`config.mk`:
```
export PLATFORM = sky130hd
export DESIGN_NAME = rename_unit
export DESIGN_NICKNAME = d
export VERILOG_FILES = /design/src/source/rename_pkg.sv /design/src/source/free_list.sv /design/src/source/rename_table.sv /design/src/source/rename_unit.sv
export VERILOG_INCLUDE_DIRS = /design/src /design/src/include
export SDC_FILE = /design/constraint.sdc
export NUM_CORES = 2
export LEC_CHECK = 0
export BUFFER_PORTS_ARGS = -buffer_cell sky130_fd_sc_hd__buf_2
export CAP_MARGIN = 20
export CORE_UTILIZATION = 45
export CTS_CLUSTER_SIZE = 25
export DETAILED_ROUTE_END_ITERATION = 8
export SLEW_MARGIN = 20
export SYNTH_ARGS = -nofsm -noshare
export SYNTH_HDL_FRONTEND = slang
export SYNTH_HIERARCHICAL = 1
export SYNTH_SLANG_ARGS = --single-unit
export TNS_END_PERCENT = 30
```
`constraint.sdc`:
```
create_clock -name clk_i -period 7.5 [get_ports clk_i]
set_input_delay 0.375 -clock clk_i [delete_from_list [all_inputs] [get_ports clk_i]]
set_output_delay 0.375 -clock clk_i [all_outputs]
set_load 0.01 [all_outputs]
```
`src/include/rename_consts.svh`:
```
/* Sizes of the rename stage. The free list depth must stay a power of two,
   and one checkpoint slot is always the working copy. */
`ifndef RENAME_CONSTS_SVH
`define RENAME_CONSTS_SVH

// Register files
`define NUM_PHYS_REGS 64  // Physical registers
`define NUM_ISA_REGS 32  // RISC-V integer registers, x0 included

// Registers that can be free at once
`define NUM_FREE_ENTRIES (`NUM_PHYS_REGS - `NUM_ISA_REGS)

// Checkpoint slots, at most NUM_CHECKPOINTS-1 live
`define NUM_CHECKPOINTS 4

// Free dispatch slots behind the rename stage
`define NUM_DISPATCH_CREDITS 4

`endif

```
`src/source/rename_pkg.sv`:
```
/* Types shared by the rename stage. Widths follow rename_consts.svh. */
`include "rename_consts.svh"

package rename_pkg;

    // Register numbers
    typedef logic [$clog2(`NUM_PHYS_REGS)-1:0]   phreg_t;          // Physical register
    typedef logic [$clog2(`NUM_ISA_REGS)-1:0]    areg_t;           // Architectural register
    typedef logic [$clog2(`NUM_CHECKPOINTS)-1:0] checkpoint_ptr_t; // Checkpoint label

    // One decoded instruction as seen by rename
    typedef struct packed {
        areg_t src1;
        areg_t src2;
        areg_t dst;       // 0 means no destination
        logic  is_branch; // Takes a checkpoint
    } rename_req_t;

    // Renamed instruction toward dispatch
    typedef struct packed {
        phreg_t          psrc1;
        phreg_t          psrc2;
        phreg_t          pdst;           // 0 when dst is x0
        phreg_t          old_pdst;       // Freed by commit later
        logic            has_checkpoint;
        checkpoint_ptr_t checkpoint;     // Label for a later recover
    } rename_rsp_t;

    // Register release from commit
    typedef struct packed {
        logic   free_valid;
        phreg_t free_preg;
    } commit_t;

endpackage

```
`src/source/free_list.sv`:
```
/* Circular free list with one copy per checkpoint. Commit frees are appended to
   every copy, so a recover never loses a committed register. No push or pop
   happens in a recover cycle. */
`timescale 1ns/10ps
`include "rename_consts.svh"

module free_list (
    input  logic                        clk_i,
    input  logic                        rstn_i,
    input  logic                        alloc_i,              // Pop the head
    input  logic                        free_i,               // Push at the tail
    input  rename_pkg::phreg_t          free_preg_i,
    input  logic                        do_checkpoint_i,      // Copy after this cycle's update
    input  logic                        do_recover_i,
    input  logic                        delete_checkpoint_i,  // Retire oldest live copy
    input  rename_pkg::checkpoint_ptr_t recover_checkpoint_i,
    output rename_pkg::phreg_t          new_preg_o,           // Popped register, next edge
    output rename_pkg::phreg_t          head_preg_o,          // Register a pop would return now
    output rename_pkg::checkpoint_ptr_t checkpoint_o,         // Label of the last checkpoint
    output logic                        out_of_checkpoints_o,
    output logic                        empty_o
);
    import rename_pkg::*;

    typedef logic [$clog2(`NUM_FREE_ENTRIES)-1:0] fl_idx_t;   // Entry index, wraps
    typedef logic [$clog2(`NUM_FREE_ENTRIES):0]   fl_cnt_t;   // 0 to NUM_FREE_ENTRIES
    typedef logic [$bits(checkpoint_ptr_t):0]     ckpt_cnt_t; // Live checkpoints

    // Storage, one copy per checkpoint slot
    phreg_t  fl_table [`NUM_CHECKPOINTS][`NUM_FREE_ENTRIES];
    fl_idx_t head_q   [`NUM_CHECKPOINTS];
    fl_idx_t tail_q   [`NUM_CHECKPOINTS];
    fl_cnt_t count_q  [`NUM_CHECKPOINTS];

    checkpoint_ptr_t version_head_q; // Working copy
    checkpoint_ptr_t version_tail_q; // Oldest live checkpoint
    checkpoint_ptr_t version_next;
    checkpoint_ptr_t vtail_n;
    ckpt_cnt_t       live_q;

    logic    push;       // Accepted free
    logic    pop;        // Accepted allocation
    logic    bypass;     // Empty list, free goes straight out
    logic    work_write; // Free lands in the working table
    logic    ckpt_en;
    fl_idx_t head_n;
    fl_idx_t tail_n;
    fl_cnt_t count_n;

    assign version_next = version_head_q + 1'b1;
    assign vtail_n      = version_tail_q + checkpoint_ptr_t'(delete_checkpoint_i);

    assign empty_o              = (count_q[version_head_q] == '0);
    assign out_of_checkpoints_o = (live_q == ckpt_cnt_t'(`NUM_CHECKPOINTS - 1));

    assign push       = free_i & ~do_recover_i &
                        (count_q[version_head_q] < fl_cnt_t'(`NUM_FREE_ENTRIES));
    assign pop        = alloc_i & ~do_recover_i & (~empty_o | push);
    assign bypass     = pop & empty_o;
    assign work_write = push & ~bypass;
    assign ckpt_en    = do_checkpoint_i & ~out_of_checkpoints_o & ~do_recover_i;

    // Tail to head bypass when nothing is stored
    assign head_preg_o = empty_o ? free_preg_i
                                 : fl_table[version_head_q][head_q[version_head_q]];

    // Working pointers after this cycle, a bypass moves neither
    assign head_n  = head_q[version_head_q] + fl_idx_t'(pop & ~bypass);
    assign tail_n  = tail_q[version_head_q] + fl_idx_t'(work_write);
    assign count_n = count_q[version_head_q] + fl_cnt_t'(work_write)
                     - fl_cnt_t'(pop & ~bypass);

    // Pointers, counts and checkpoint bookkeeping
    always_ff @(posedge clk_i or negedge rstn_i) begin
        if (!rstn_i) begin
            for (int c = 0; c < `NUM_CHECKPOINTS; c++) begin
                head_q[c]  <= '0;
                tail_q[c]  <= '0;
                count_q[c] <= fl_cnt_t'(`NUM_FREE_ENTRIES); // All of 32..63 free
            end
            version_head_q <= '0;
            version_tail_q <= '0;
            live_q         <= '0;
            checkpoint_o   <= '0;
        end else begin
            version_tail_q <= vtail_n;
            if (do_recover_i) begin
                // Recovered slot becomes the working copy, younger ones die
                version_head_q <= recover_checkpoint_i;
                live_q         <= ckpt_cnt_t'(checkpoint_ptr_t'(recover_checkpoint_i - vtail_n));
            end else begin
                live_q <= live_q + ckpt_cnt_t'(ckpt_en) - ckpt_cnt_t'(delete_checkpoint_i);
                if (ckpt_en) begin
                    checkpoint_o   <= version_head_q; // Old slot keeps the snapshot
                    version_head_q <= version_next;
                end
                for (int c = 0; c < `NUM_CHECKPOINTS; c++) begin
                    if (checkpoint_ptr_t'(c) == version_head_q ||
                        (ckpt_en && checkpoint_ptr_t'(c) == version_next)) begin
                        head_q[c]  <= head_n;
                        tail_q[c]  <= tail_n;
                        count_q[c] <= count_n;
                    end else if (push && count_q[c] < fl_cnt_t'(`NUM_FREE_ENTRIES)) begin
                        tail_q[c]  <= tail_q[c] + 1'b1;  // Older copies see the free too
                        count_q[c] <= count_q[c] + 1'b1;
                    end
                end
            end
        end
    end

    // Register table, reset loads 32..63 in order
    always_ff @(posedge clk_i or negedge rstn_i) begin
        if (!rstn_i) begin
            for (int c = 0; c < `NUM_CHECKPOINTS; c++) begin
                for (int e = 0; e < `NUM_FREE_ENTRIES; e++) begin
                    fl_table[c][e] <= phreg_t'(`NUM_ISA_REGS + e);
                end
            end
        end else begin
            for (int c = 0; c < `NUM_CHECKPOINTS; c++) begin
                if (ckpt_en && checkpoint_ptr_t'(c) == version_next) begin
                    // Full copy of the working table with this cycle's push
                    for (int e = 0; e < `NUM_FREE_ENTRIES; e++) begin
                        if (work_write && fl_idx_t'(e) == tail_q[version_head_q])
                            fl_table[c][e] <= free_preg_i;
                        else
                            fl_table[c][e] <= fl_table[version_head_q][e];
                    end
                end else if (checkpoint_ptr_t'(c) == version_head_q) begin
                    if (work_write)
                        fl_table[c][tail_q[c]] <= free_preg_i;
                end else if (push && count_q[c] < fl_cnt_t'(`NUM_FREE_ENTRIES)) begin
                    fl_table[c][tail_q[c]] <= free_preg_i;
                end
            end
        end
    end

    // Popped register, held between pops
    always_ff @(posedge clk_i) begin
        if (pop)
            new_preg_o <= head_preg_o;
    end

endmodule

```
`src/source/rename_table.sv`:
```
/* Map table with one copy per checkpoint slot. The version pointer follows the
   free list by counting the same checkpoint and recover events. x0 is never written. */
`timescale 1ns/10ps
`include "rename_consts.svh"

module rename_table (
    input  logic                        clk_i,
    input  logic                        rstn_i,
    input  logic                        rename_i,             // Request accepted this cycle
    input  rename_pkg::rename_req_t     req_i,
    input  rename_pkg::phreg_t          new_preg_i,           // Free list head, combinational
    input  logic                        do_checkpoint_i,
    input  logic                        do_recover_i,
    input  rename_pkg::checkpoint_ptr_t recover_checkpoint_i,
    output rename_pkg::phreg_t          psrc1_o,              // Registered lookups
    output rename_pkg::phreg_t          psrc2_o,
    output rename_pkg::phreg_t          old_pdst_o
);
    import rename_pkg::*;

    // One map per checkpoint slot
    phreg_t map_q [`NUM_CHECKPOINTS][`NUM_ISA_REGS];

    checkpoint_ptr_t version_q;    // Working map
    checkpoint_ptr_t version_next; // Slot a checkpoint copies into
    logic            write_en;     // Destination mapping changes

    assign version_next = version_q + 1'b1;
    assign write_en     = rename_i & (req_i.dst != '0);

    // Version pointer, same stepping as the free list
    always_ff @(posedge clk_i or negedge rstn_i) begin
        if (!rstn_i) begin
            version_q <= '0;
        end else if (do_recover_i) begin
            version_q <= recover_checkpoint_i; // Back to the branch's snapshot
        end else if (do_checkpoint_i) begin
            version_q <= version_next;
        end
    end

    // Map storage, identity after reset
    always_ff @(posedge clk_i or negedge rstn_i) begin
        if (!rstn_i) begin
            for (int c = 0; c < `NUM_CHECKPOINTS; c++) begin
                for (int a = 0; a < `NUM_ISA_REGS; a++) begin
                    map_q[c][a] <= phreg_t'(a);
                end
            end
        end else if (!do_recover_i) begin
            for (int c = 0; c < `NUM_CHECKPOINTS; c++) begin
                // Working slot takes the update, the checkpoint slot a copy of it
                if (checkpoint_ptr_t'(c) == version_q ||
                    (do_checkpoint_i && checkpoint_ptr_t'(c) == version_next)) begin
                    for (int a = 0; a < `NUM_ISA_REGS; a++) begin
                        if (write_en && areg_t'(a) == req_i.dst)
                            map_q[c][a] <= new_preg_i;
                        else
                            map_q[c][a] <= map_q[version_q][a];
                    end
                end
            end
        end
    end

    // Lookups see the map before this instruction's own write
    always_ff @(posedge clk_i) begin
        if (rename_i) begin
            psrc1_o    <= map_q[version_q][req_i.src1];
            psrc2_o    <= map_q[version_q][req_i.src2];
            old_pdst_o <= map_q[version_q][req_i.dst]; // x0 reads preg 0
        end
    end

endmodule

```
`src/source/rename_unit.sv`:
```
/* Single-issue rename stage. Response comes one cycle after acceptance.
   Commit must not free in a recover cycle, the free would be dropped. */
`timescale 1ns/10ps
`include "rename_consts.svh"

module rename_unit (
    input  logic                        clk_i,
    input  logic                        rstn_i,
    // Decode
    input  logic                        req_valid_i,
    input  rename_pkg::rename_req_t     req_i,
    output logic                        stall_o,
    // Dispatch
    output logic                        rsp_valid_o,
    output rename_pkg::rename_rsp_t     rsp_o,
    input  logic                        credit_i,             // One slot freed
    // Commit
    input  rename_pkg::commit_t         commit_i,
    // Branch
    input  logic                        recover_i,
    input  logic                        delete_checkpoint_i,
    input  rename_pkg::checkpoint_ptr_t recover_checkpoint_i
);
    import rename_pkg::*;

    typedef logic [$clog2(`NUM_DISPATCH_CREDITS + 1)-1:0] credit_cnt_t;

    credit_cnt_t     credits_q;      // Free dispatch slots
    logic            accept;
    logic            dst_nonzero;
    logic            take_checkpoint;
    logic            fl_empty;
    logic            fl_out_of_ckpt;
    phreg_t          new_preg;       // Registered pop
    phreg_t          head_preg;      // Head now, for the map write
    phreg_t          psrc1;
    phreg_t          psrc2;
    phreg_t          old_pdst;
    checkpoint_ptr_t ckpt_label;
    logic            branch_q;
    logic            dst_zero_q;

    assign dst_nonzero     = (req_i.dst != '0);
    assign stall_o         = (credits_q == '0) | (fl_empty & dst_nonzero)
                             | (req_i.is_branch & fl_out_of_ckpt) | recover_i;
    assign accept          = req_valid_i & ~stall_o;
    assign take_checkpoint = accept & req_i.is_branch; // Snapshot after the branch renames

    // Dispatch credits, never above the reset value
    always_ff @(posedge clk_i or negedge rstn_i) begin
        if (!rstn_i) begin
            credits_q <= credit_cnt_t'(`NUM_DISPATCH_CREDITS);
        end else if (accept && !credit_i) begin
            credits_q <= credits_q - 1'b1;
        end else if (!accept && credit_i &&
                     credits_q < credit_cnt_t'(`NUM_DISPATCH_CREDITS)) begin
            credits_q <= credits_q + 1'b1;
        end
    end

    free_list u_free_list (
        .clk_i                (clk_i),
        .rstn_i               (rstn_i),
        .alloc_i              (accept & dst_nonzero), // x0 never allocates
        .free_i               (commit_i.free_valid),
        .free_preg_i          (commit_i.free_preg),
        .do_checkpoint_i      (take_checkpoint),
        .do_recover_i         (recover_i),
        .delete_checkpoint_i  (delete_checkpoint_i),
        .recover_checkpoint_i (recover_checkpoint_i),
        .new_preg_o           (new_preg),
        .head_preg_o          (head_preg),
        .checkpoint_o         (ckpt_label),
        .out_of_checkpoints_o (fl_out_of_ckpt),
        .empty_o              (fl_empty)
    );

    rename_table u_rename_table (
        .clk_i                (clk_i),
        .rstn_i               (rstn_i),
        .rename_i             (accept),
        .req_i                (req_i),
        .new_preg_i           (head_preg),
        .do_checkpoint_i      (take_checkpoint),
        .do_recover_i         (recover_i),
        .recover_checkpoint_i (recover_checkpoint_i),
        .psrc1_o              (psrc1),
        .psrc2_o              (psrc2),
        .old_pdst_o           (old_pdst)
    );

    // Response control, one cycle behind acceptance
    always_ff @(posedge clk_i or negedge rstn_i) begin
        if (!rstn_i) begin
            rsp_valid_o <= 1'b0;
            branch_q    <= 1'b0;
        end else begin
            rsp_valid_o <= accept;
            branch_q    <= take_checkpoint;
        end
    end

    always_ff @(posedge clk_i) begin
        if (accept)
            dst_zero_q <= ~dst_nonzero;
    end

    always_comb begin
        rsp_o.psrc1          = psrc1;
        rsp_o.psrc2          = psrc2;
        rsp_o.pdst           = dst_zero_q ? '0 : new_preg; // new_preg is stale for x0
        rsp_o.old_pdst       = old_pdst;
        rsp_o.has_checkpoint = branch_q;
        rsp_o.checkpoint     = ckpt_label;
    end

endmodule

```
Yosys cells after proc, flatten, opt, wreduce, memory -nomap -nowiden
Index checks and enable logic that the tools add are counted.
Storage, ports and cells
  bits in registers: 1641
  input port bits: 31
  output and inout bits: 29
  logic and storage cells: 711
Operators by class
  add/sub/neg operators: 20
  order comparisons: 20
  equality and inequality tests: 79
  muxes and demuxes: 144
  bitwise operators: 37
  reduce and logical (&&, ||, !) cells: 130
Operators by type and width (count)
  $mux 192: 20
  $bmux 192 s2: 2
  $bwmux 192: 4
  $mux 6: 88
  $eq 5x5->1 const A: 32
  $bmux 6 s5: 4
  $demux 6 s5: 4
  $logic_and 1x1->1: 83
  $eq 4x5->1 const A: 16
  $mux 5: 12
  $ge 6x6->1 const B: 8
  $not 5->6: 8
  $eq 3x5->1 const A: 8
  $reduce_and 2->1: 17
  $lt 6x6->1 const B: 5
  $add 6x1->6 const B: 4
  $lt 6x1->1 const B: 4
  $add 5x1->5 const B: 4
  $bmux 5 s2: 2
  $eq 2x5->1 const A: 4
  $eq 2x2->1 const A: 8
  $reduce_bool 2->1: 7
  $and 1x1->1: 13
  $bmux 6 s2: 1
  other kinds (35): 72

Depth between registers and ports, before layout
  word-level depth: 20
  depth in mapped cells: 32
  gate-level depth less buffers: 23

Modules after synthesis
The synthesis kept the hierarchy.
By module, submodules not included
  free_list: times used 1, cells each 5247, area each 51020.2 um2, sequential area each 21790.9 um2
  rename_table: times used 1, cells each 4068, area each 44206.1 um2, sequential area each 20209.4 um2
  rename_unit: times used 1, cells each 40, area each 414.1 um2, sequential area each 156.4 um2

Worst setup path after synthesis
No wires, ideal clock.
  path type: register -> register
  start: register u_free_list.version_head_q[0]
  end: register u_free_list/count_q[10] (netlist bit)
  library setup time: 0.082 ns
  arrival: 6.240 ns
  data required time: 7.418 ns
  setup slack: 1.178 ns
  cell stages (with the launch flop): 32
  buffers on the path: 8
  clock period less this slack: 6.322 ns
  cell sequence: dfrtp_1 > buf_6 > buf_2 > buf_2 > buf_2 > buf_4 > mux4_2 > inv_1 > ha_1 > nand2_1 > or3_1 > inv_1 > clkbuf_1 > o21ai_4 > and2_1 > buf_6 > nor2b_1 > inv_1 > nor4_4 > buf_4 > nor2_1 > inv_1 > ha_1 > inv_1 > ha_1 > fa_1 > a21oi_1 > nor2_1 > nor2_1 > xnor2_1 > a21oi_1 > o22ai_1
On the way
  word-level cells in the longest chain between the ends: 20
  elaborated cells between the ends (all ways): 37
  classes of those cells: add/sub (3); order compare (1); eq/ne (2); mux (4); bitwise (21); reduce/logical (6)
RTL lines
  start: declaration: line free_list.sv:35  | checkpoint_ptr_t version_head_q;
  start signal: assignment: line free_list.sv:89  | version_head_q <= recover_checkpoint_i;
  start signal: assignment: line free_list.sv:95  | version_head_q <= version_next;
  $not 2->3 (implied by the code) *: line free_list.sv:53  | assign empty_o = (count_q[version_head_q] == '0);
  $bmux 6 s2 *: line free_list.sv:53
  $mux 6 (implied by the code) * (2 in a row): line free_list.sv:53
  $logic_not 6->1 *: line free_list.sv:53
  via fl_empty: line rename_unit.sv:32  | logic fl_empty;
  $and 1x1->1 *: line rename_unit.sv:44  | assign stall_o = (credits_q == '0) | (fl_empty & dst_nonzero)
  $or 1x1->1 *: line rename_unit.sv:44
  $or 1x1->1 * (2 in a row): line rename_unit.sv:45  | | (req_i.is_branch & fl_out_of_ckpt) | recover_i;
  (+2 left out)
  via accept: line rename_unit.sv:29  | logic accept;
  $and 1x1->1: line rename_unit.sv:64  | .alloc_i (accept & dst_nonzero),
  $and 1x1->1 (2 in a row): line free_list.sv:58  | assign pop = alloc_i & ~do_recover_i & (~empty_o | push);
  $and 1x1->1: line free_list.sv:59  | assign bypass = pop & empty_o;
  $not 1->1: line free_list.sv:60  | assign work_write = push & ~bypass;
  $and 1x1->1: line free_list.sv:60
  $add 6x1->6: line free_list.sv:70  | assign count_n = count_q[version_head_q] + fl_cnt_t'(work_write)
  $sub 6x6->6: line free_list.sv:71  | - fl_cnt_t'(pop & ~bypass);
  $mux 6: line free_list.sv:98  | if (checkpoint_ptr_t'(c) == version_head_q ||
  end signal: indexed assignment: line free_list.sv:79  | count_q[c] <= fl_cnt_t'(`NUM_FREE_ENTRIES);
  end signal: indexed assignment: line free_list.sv:102  | count_q[c] <= count_n;
  end signal: indexed assignment: line free_list.sv:105  | count_q[c] <= count_q[c] + 1'b1;
  end: declaration: line free_list.sv:33  | fl_cnt_t count_q [`NUM_CHECKPOINTS];
The timed path passes the listed nets; every way through them passes the cells marked *. The select of a mux whose other input is x is not followed.
A chain may end at the register's enable or synchronous reset.

Worst setup path after layout
  start: register u_free_list.version_head_q[0]
  end: register u_free_list/fl_table[345] (netlist bit)
On the way
  word-level cells in the longest chain between the ends: 20
  elaborated cells between the ends (all ways): 43
  classes of those cells: add/sub (1); order compare (1); eq/ne (4); mux (12); bitwise (19); reduce/logical (6)
RTL lines
  $not 2->3 (implied by the code) *: line free_list.sv:53
  $bmux 6 s2 *: line free_list.sv:53
  $mux 6 (implied by the code) * (2 in a row): line free_list.sv:53
  $logic_not 6->1 *: line free_list.sv:53
  via fl_empty: line rename_unit.sv:32
  $and 1x1->1: line rename_unit.sv:44
  $or 1x1->1: line rename_unit.sv:44
  $or 1x1->1 (2 in a row): line rename_unit.sv:45
  (+2 left out)
  $and 1x1->1: line rename_unit.sv:64
  $and 1x1->1 (2 in a row): line free_list.sv:58
  $and 1x1->1: line free_list.sv:59
  $not 1->1: line free_list.sv:60
  $and 1x1->1: line free_list.sv:60
  $logic_and 1x1->1: line free_list.sv:125  | if (work_write && fl_idx_t'(e) == tail_q[version_head_q])
  $mux 6: line free_list.sv:125
  $mux 192: line free_list.sv:122  | if (ckpt_en && checkpoint_ptr_t'(c) == version_next) begin
  end signal: indexed assignment: line free_list.sv:126  | fl_table[c][e] <= free_preg_i;
  end signal: indexed assignment: line free_list.sv:128  | fl_table[c][e] <= fl_table[version_head_q][e];
  end signal: indexed assignment: line free_list.sv:132  | fl_table[c][tail_q[c]] <= free_preg_i;
  end: declaration: line free_list.sv:30  | phreg_t fl_table [`NUM_CHECKPOINTS][`NUM_FREE_ENTRIES];
Marks and branches as above.

==> impl_results.md <==
- Run status: complete, but fails checks
- Violated checks: DRC
- Die area: 214,000 um2
- Final worst setup slack: 861 ps
- Std cell rows: 168
- Wire length of the first global-routing pass: 595 mm
- Number of buffers inserted to repair setup after CTS: 0
- Total vias in the final route: 85,700
- Transition time at the pin with the least slew margin: 1440 ps
- Final ANT Viol Nets: 0
- Leak Pwr: 40.0 nW
- Clock transition at the registers of the reported paths: 60 ps
- DR DRC count: 9
- Clock Tree Root: clkbuf_16
- Net count of the mapped netlist: 9,437
- HPWL after detailed placement: 275 mm
- Number of levels the H-tree was split into: 4
- Clk buf depth: 3
- Post-Syn Area: 95,600 um2
- Total global routing overflow: 0
- Vias per cell: 7.08
- Minimum setup slack after placement: 1390 ps
- Clock Sink Count: 1,641
- Post-synthesis register bit count: 1,641
- Startpoint-to-endpoint class of the critical path: register to register
- Total negative slack for setup checks: 0 ps
- Final hold violation count: 0
- Syn_area_per_cell: 10.2 um2
- Startpoint kind of the worst setup timing path: register
- Final clock period utilization by the worst path: 88.5%
- Initial antenna violation count: 29
- IO Port Bufs: 59
- Warnings, synthesis: 6
- Power per Cell Area: 428 nW/um2
- Reported max-cap violation count: 0
- Final critical-path required period: 6640 ps
- Clock tree from TritonCTS: yes
- Setup repair after global routing missed its margin: false
- Final weighted congestion in routability-driven placement: 1.09
- Maximum clock frequency: 0.151 GHz
- Total of endpoints with negative setup slack in the final report: 0
- I/O pins: 60
- Worst VDD drop: 0.475 mV
- Post-synthesis cell count: 9,355
- Setup Skew: 65.1 ps
- Total routing resource utilization after global routing: 37.8%
- Sequential element share of the synthesized area: 44.1%
- Library cells used by synthesis: 105
- Post-cts gate resize count: 0
- Critical Path End Type: register
- Worst hold slack: 36.1 ps
- Detail-routed net length per standard cell: 34.1 um
- Number of fillers in the final layout: 18,900
- Largest stage delay on the critical path: 950 ps
- List of cells traversed by the critical path: mux4_2 -> inv_1 -> ha_1 -> nand2_1 -> or3_1 -> inv_1 -> buf_4 -> o21ai_4 -> and2_1 -> nor2b_1 -> inv_1 -> nor4_4 -> buf_4 -> a211oi_2 -> nand3_1 -> o22ai_1 -> a221o_1
- Die span in x: 463 um
- Initial DRC Count: 13,000
- Top delay family on crit path: compound AO/OA/AOI/OAI gates
- Class of the worst hold path: input pin to register
- Worst Path Arrival: 7390 ps
- Clock Latency Late Sink: 870 ps
- Critical Path Most Common Cell: inv_1
- Hold buffer count at CTS: 10
- Height of the die: 463 um
- CTS Buf Count: 186
- Router iterations before antenna repair: 9
- Critical-path cell with the highest stage delay: nand3_1
- Crit path buf inv count: 5
- EDFF count, synth: 25
- Crit path max fanout: 49
- Via count of the first global-routing pass: 82,400
- Final Max Tran Viols: 0
- Layout cell share with drive strength beyond 1: 24.6%
- Starting density of the core: 45.5%
- FFs w/ async S/R, synth: 98.5%
- Critical Path RT: 8250 ps
- Final Routed Wirelength: 412 mm
- Post-synthesis to final-layout area growth: 10.4%
- Core Footprint: 210,000 um2
- Prevailing post-synth register cell: dfrtp_1
- Slew HR: 3.75%
- Largest net degree at the start of global routing: 172
- # nets final: 9,186
[worst min-delay path, cell delays in order]
cell     delay (ps)
buf_2           280
nand2_1         120
o21ai_0          70
[synth_stat cells, drive strengths merged (15+ instances only)]
master,instances,area share (%)
o32ai,38,0.35
mux4,587,14
nand3,177,0.93
mux2,113,1.3
nor3,156,0.95
and2,31,0.20
buf,268,1.5
or3,18,0.12
nand4,42,0.27
o21a,15,0.12
inv,94,0.37
o211ai,39,0.31
dfrtp,843,22
nor2,1462,5.8
a31oi,133,0.88
a22oi,173,1.4
a222oi,17,0.18
a22o,19,0.17
mux2i,413,4.3
o22ai,115,0.76
nand2b,28,0.18
o221ai,24,0.22
a211oi,91,0.74
a211o,21,0.19
edfxtp,25,0.78
o31ai,33,0.27
dfstp,773,21
a221oi,32,0.29
a221o,162,1.7
a32oi,73,0.67
o21ai,304,1.6
ha,48,0.63
or2,15,0.098
a2111oi,49,0.46
nor4,28,0.23
nor2b,72,0.47
and3,131,0.86
nor3b,23,0.20
nand2,661,2.6
and3b,17,0.16
clkbuf,518,2.0
a21o,23,0.18
a21oi,1276,6.7
a41oi,18,0.16
[sequential cells by signal, indices dropped and copies added (netlist names)]
name / count
u_free_list/live_q: 3
u_free_list/tail_q: 20
u_rename_table/old_pdst_o: 6
rsp_valid_o: 1
u_rename_table/psrc2_o: 6
u_free_list/version_head_q: 2
u_free_list/head_q: 20
u_rename_table/version_q: 2
u_free_list/fl_table: 768
dst_zero_q: 1
credits_q: 3
u_free_list/new_preg_o: 6
u_free_list/count_q: 24
u_rename_table/psrc1_o: 6
u_free_list/version_tail_q: 2
u_free_list/checkpoint_o: 2
branch_q: 1
u_rename_table/map_q: 768
[cell type report]
type | instances | area, um2 | area share (%)
multi-input cells | 6832 | 50100 | 47.4
inverters | 96 | 360 | 0.341
clock inverters | 74 | 1080 | 1.02
diodes | 25 | 62.6 | 0.0593
repair buffers | 347 | 2910 | 2.76
flip-flops and latches | 1641 | 42200 | 39.9
clock buffers | 280 | 5390 | 5.10
well taps | 2805 | 3510 | 3.32
[per-layer routing]
layer	track usage (%)	wire (um)	vias up	part of all wire, %
met4	27.6	36400	28	8.8
met2	54.5	176000	6332	43
met5	0.156	287	-	0.070
met1	47.2	148000	42900	36
met3	12.7	50700	1778	12
li1	-	-	34700	-
[metrics by stage]
step	area, um2	power [mW]	util [%]	instances
floorplan	95600	27.7	-	9355
global placement	98800	34.1	46.9	11700
detailed placement	98800	34.7	47.0	11700
CTS	105000	44.4	50.1	12100
global route	106000	46.9	50.2	12100
finish	106000	45.2	50.2	12100
[path summary, 6_finish.rpt]
| path | startpoint | endpoint | slack (ps) | depth (start not counted) |
|---|---|---|---|---|
| max in group asynchronous | rstn_i | u_rename_table/map_q[451]$_DFFE_PN0P_ | 5360 | 4 |
| worst max-delay path | u_free_list/version_head_q[0]$_DFFE_PN0P_ | u_free_list/fl_table[345]$_DFFE_PN0P_ | 860 | 17 |
| worst min-delay path | recover_i | u_rename_table/version_q[0]$_DFFE_PN0P_ | 40 | 3 |
| min in group asynchronous | rstn_i | u_rename_table/map_q[520]$_DFFE_PN0P_ | 200 | 2 |
| worst max register to register | u_free_list/version_head_q[0]$_DFFE_PN0P_ | u_free_list/fl_table[345]$_DFFE_PN0P_ | 860 | 17 |
| worst min register to register | u_free_list/fl_table[116]$_DFFE_PN1P_ | u_free_list/fl_table[116]$_DFFE_PN1P_ | 460 | 2 |
[layout by cell type (no fill, tap or decap), types with 30 or more instances in the layout]
cell       synthesis  final
clkinv_2           0     32
nor3_1           136    131
dfstp_2          773    773
a211oi_1          87     84
ha_1              48     47
a31oi_1          132    131
o211ai_1          39     39
buf_12             3     32
a21oi_1         1274   1274
a22oi_1          173    173
and3_1           131    127
o21ai_0          272    268
dfrtp_1          843    839
o32ai_1           38     38
a221oi_1          32     30
buf_2            133     51
buf_4             33    250
a221o_1          162    162
nand4_1           42     42
a32oi_1           73     73
clkbuf_16          0    186
nand3_1          177    172
mux2i_1          413    413
nor2_1          1448   1430
nor2b_1           72     68
clkbuf_1         518     56
mux2_2           112    112
a2111oi_0         47     42
o22ai_1          114    114
mux4_2           587    586
inv_1             92     89
nand2_1          661    661
clkbuf_8           0     38
[report_power, final]
| part | switching, mW | internal, mW |
|---|---|---|
| clock | 4.12 | 5.54 |
| combinational | 11.5 | 6.94 |
| sequential | 2.88 | 14.2 |
[logic make-up (layout without fill, tap and decap cells)]
logic type / after synthesis / in the layout / share of synthesized area [%]
DFF: 1641 / 1641 / 44.1
and+or+nand+nor: 2916 / 2916 / 13.6
adders and majority gates: 51 / 51 / 0.691
muxes: 1113 / 1113 / 19.5
AOI/OAI and AO/OA: 2733 / 2733 / 18.1
xor gates and xnor gates: 19 / 19 / 0.174
other: 0 / 25 / 0
buffers and inverters: 882 / 797 / 3.95
(Power assumes the default switching activity.)
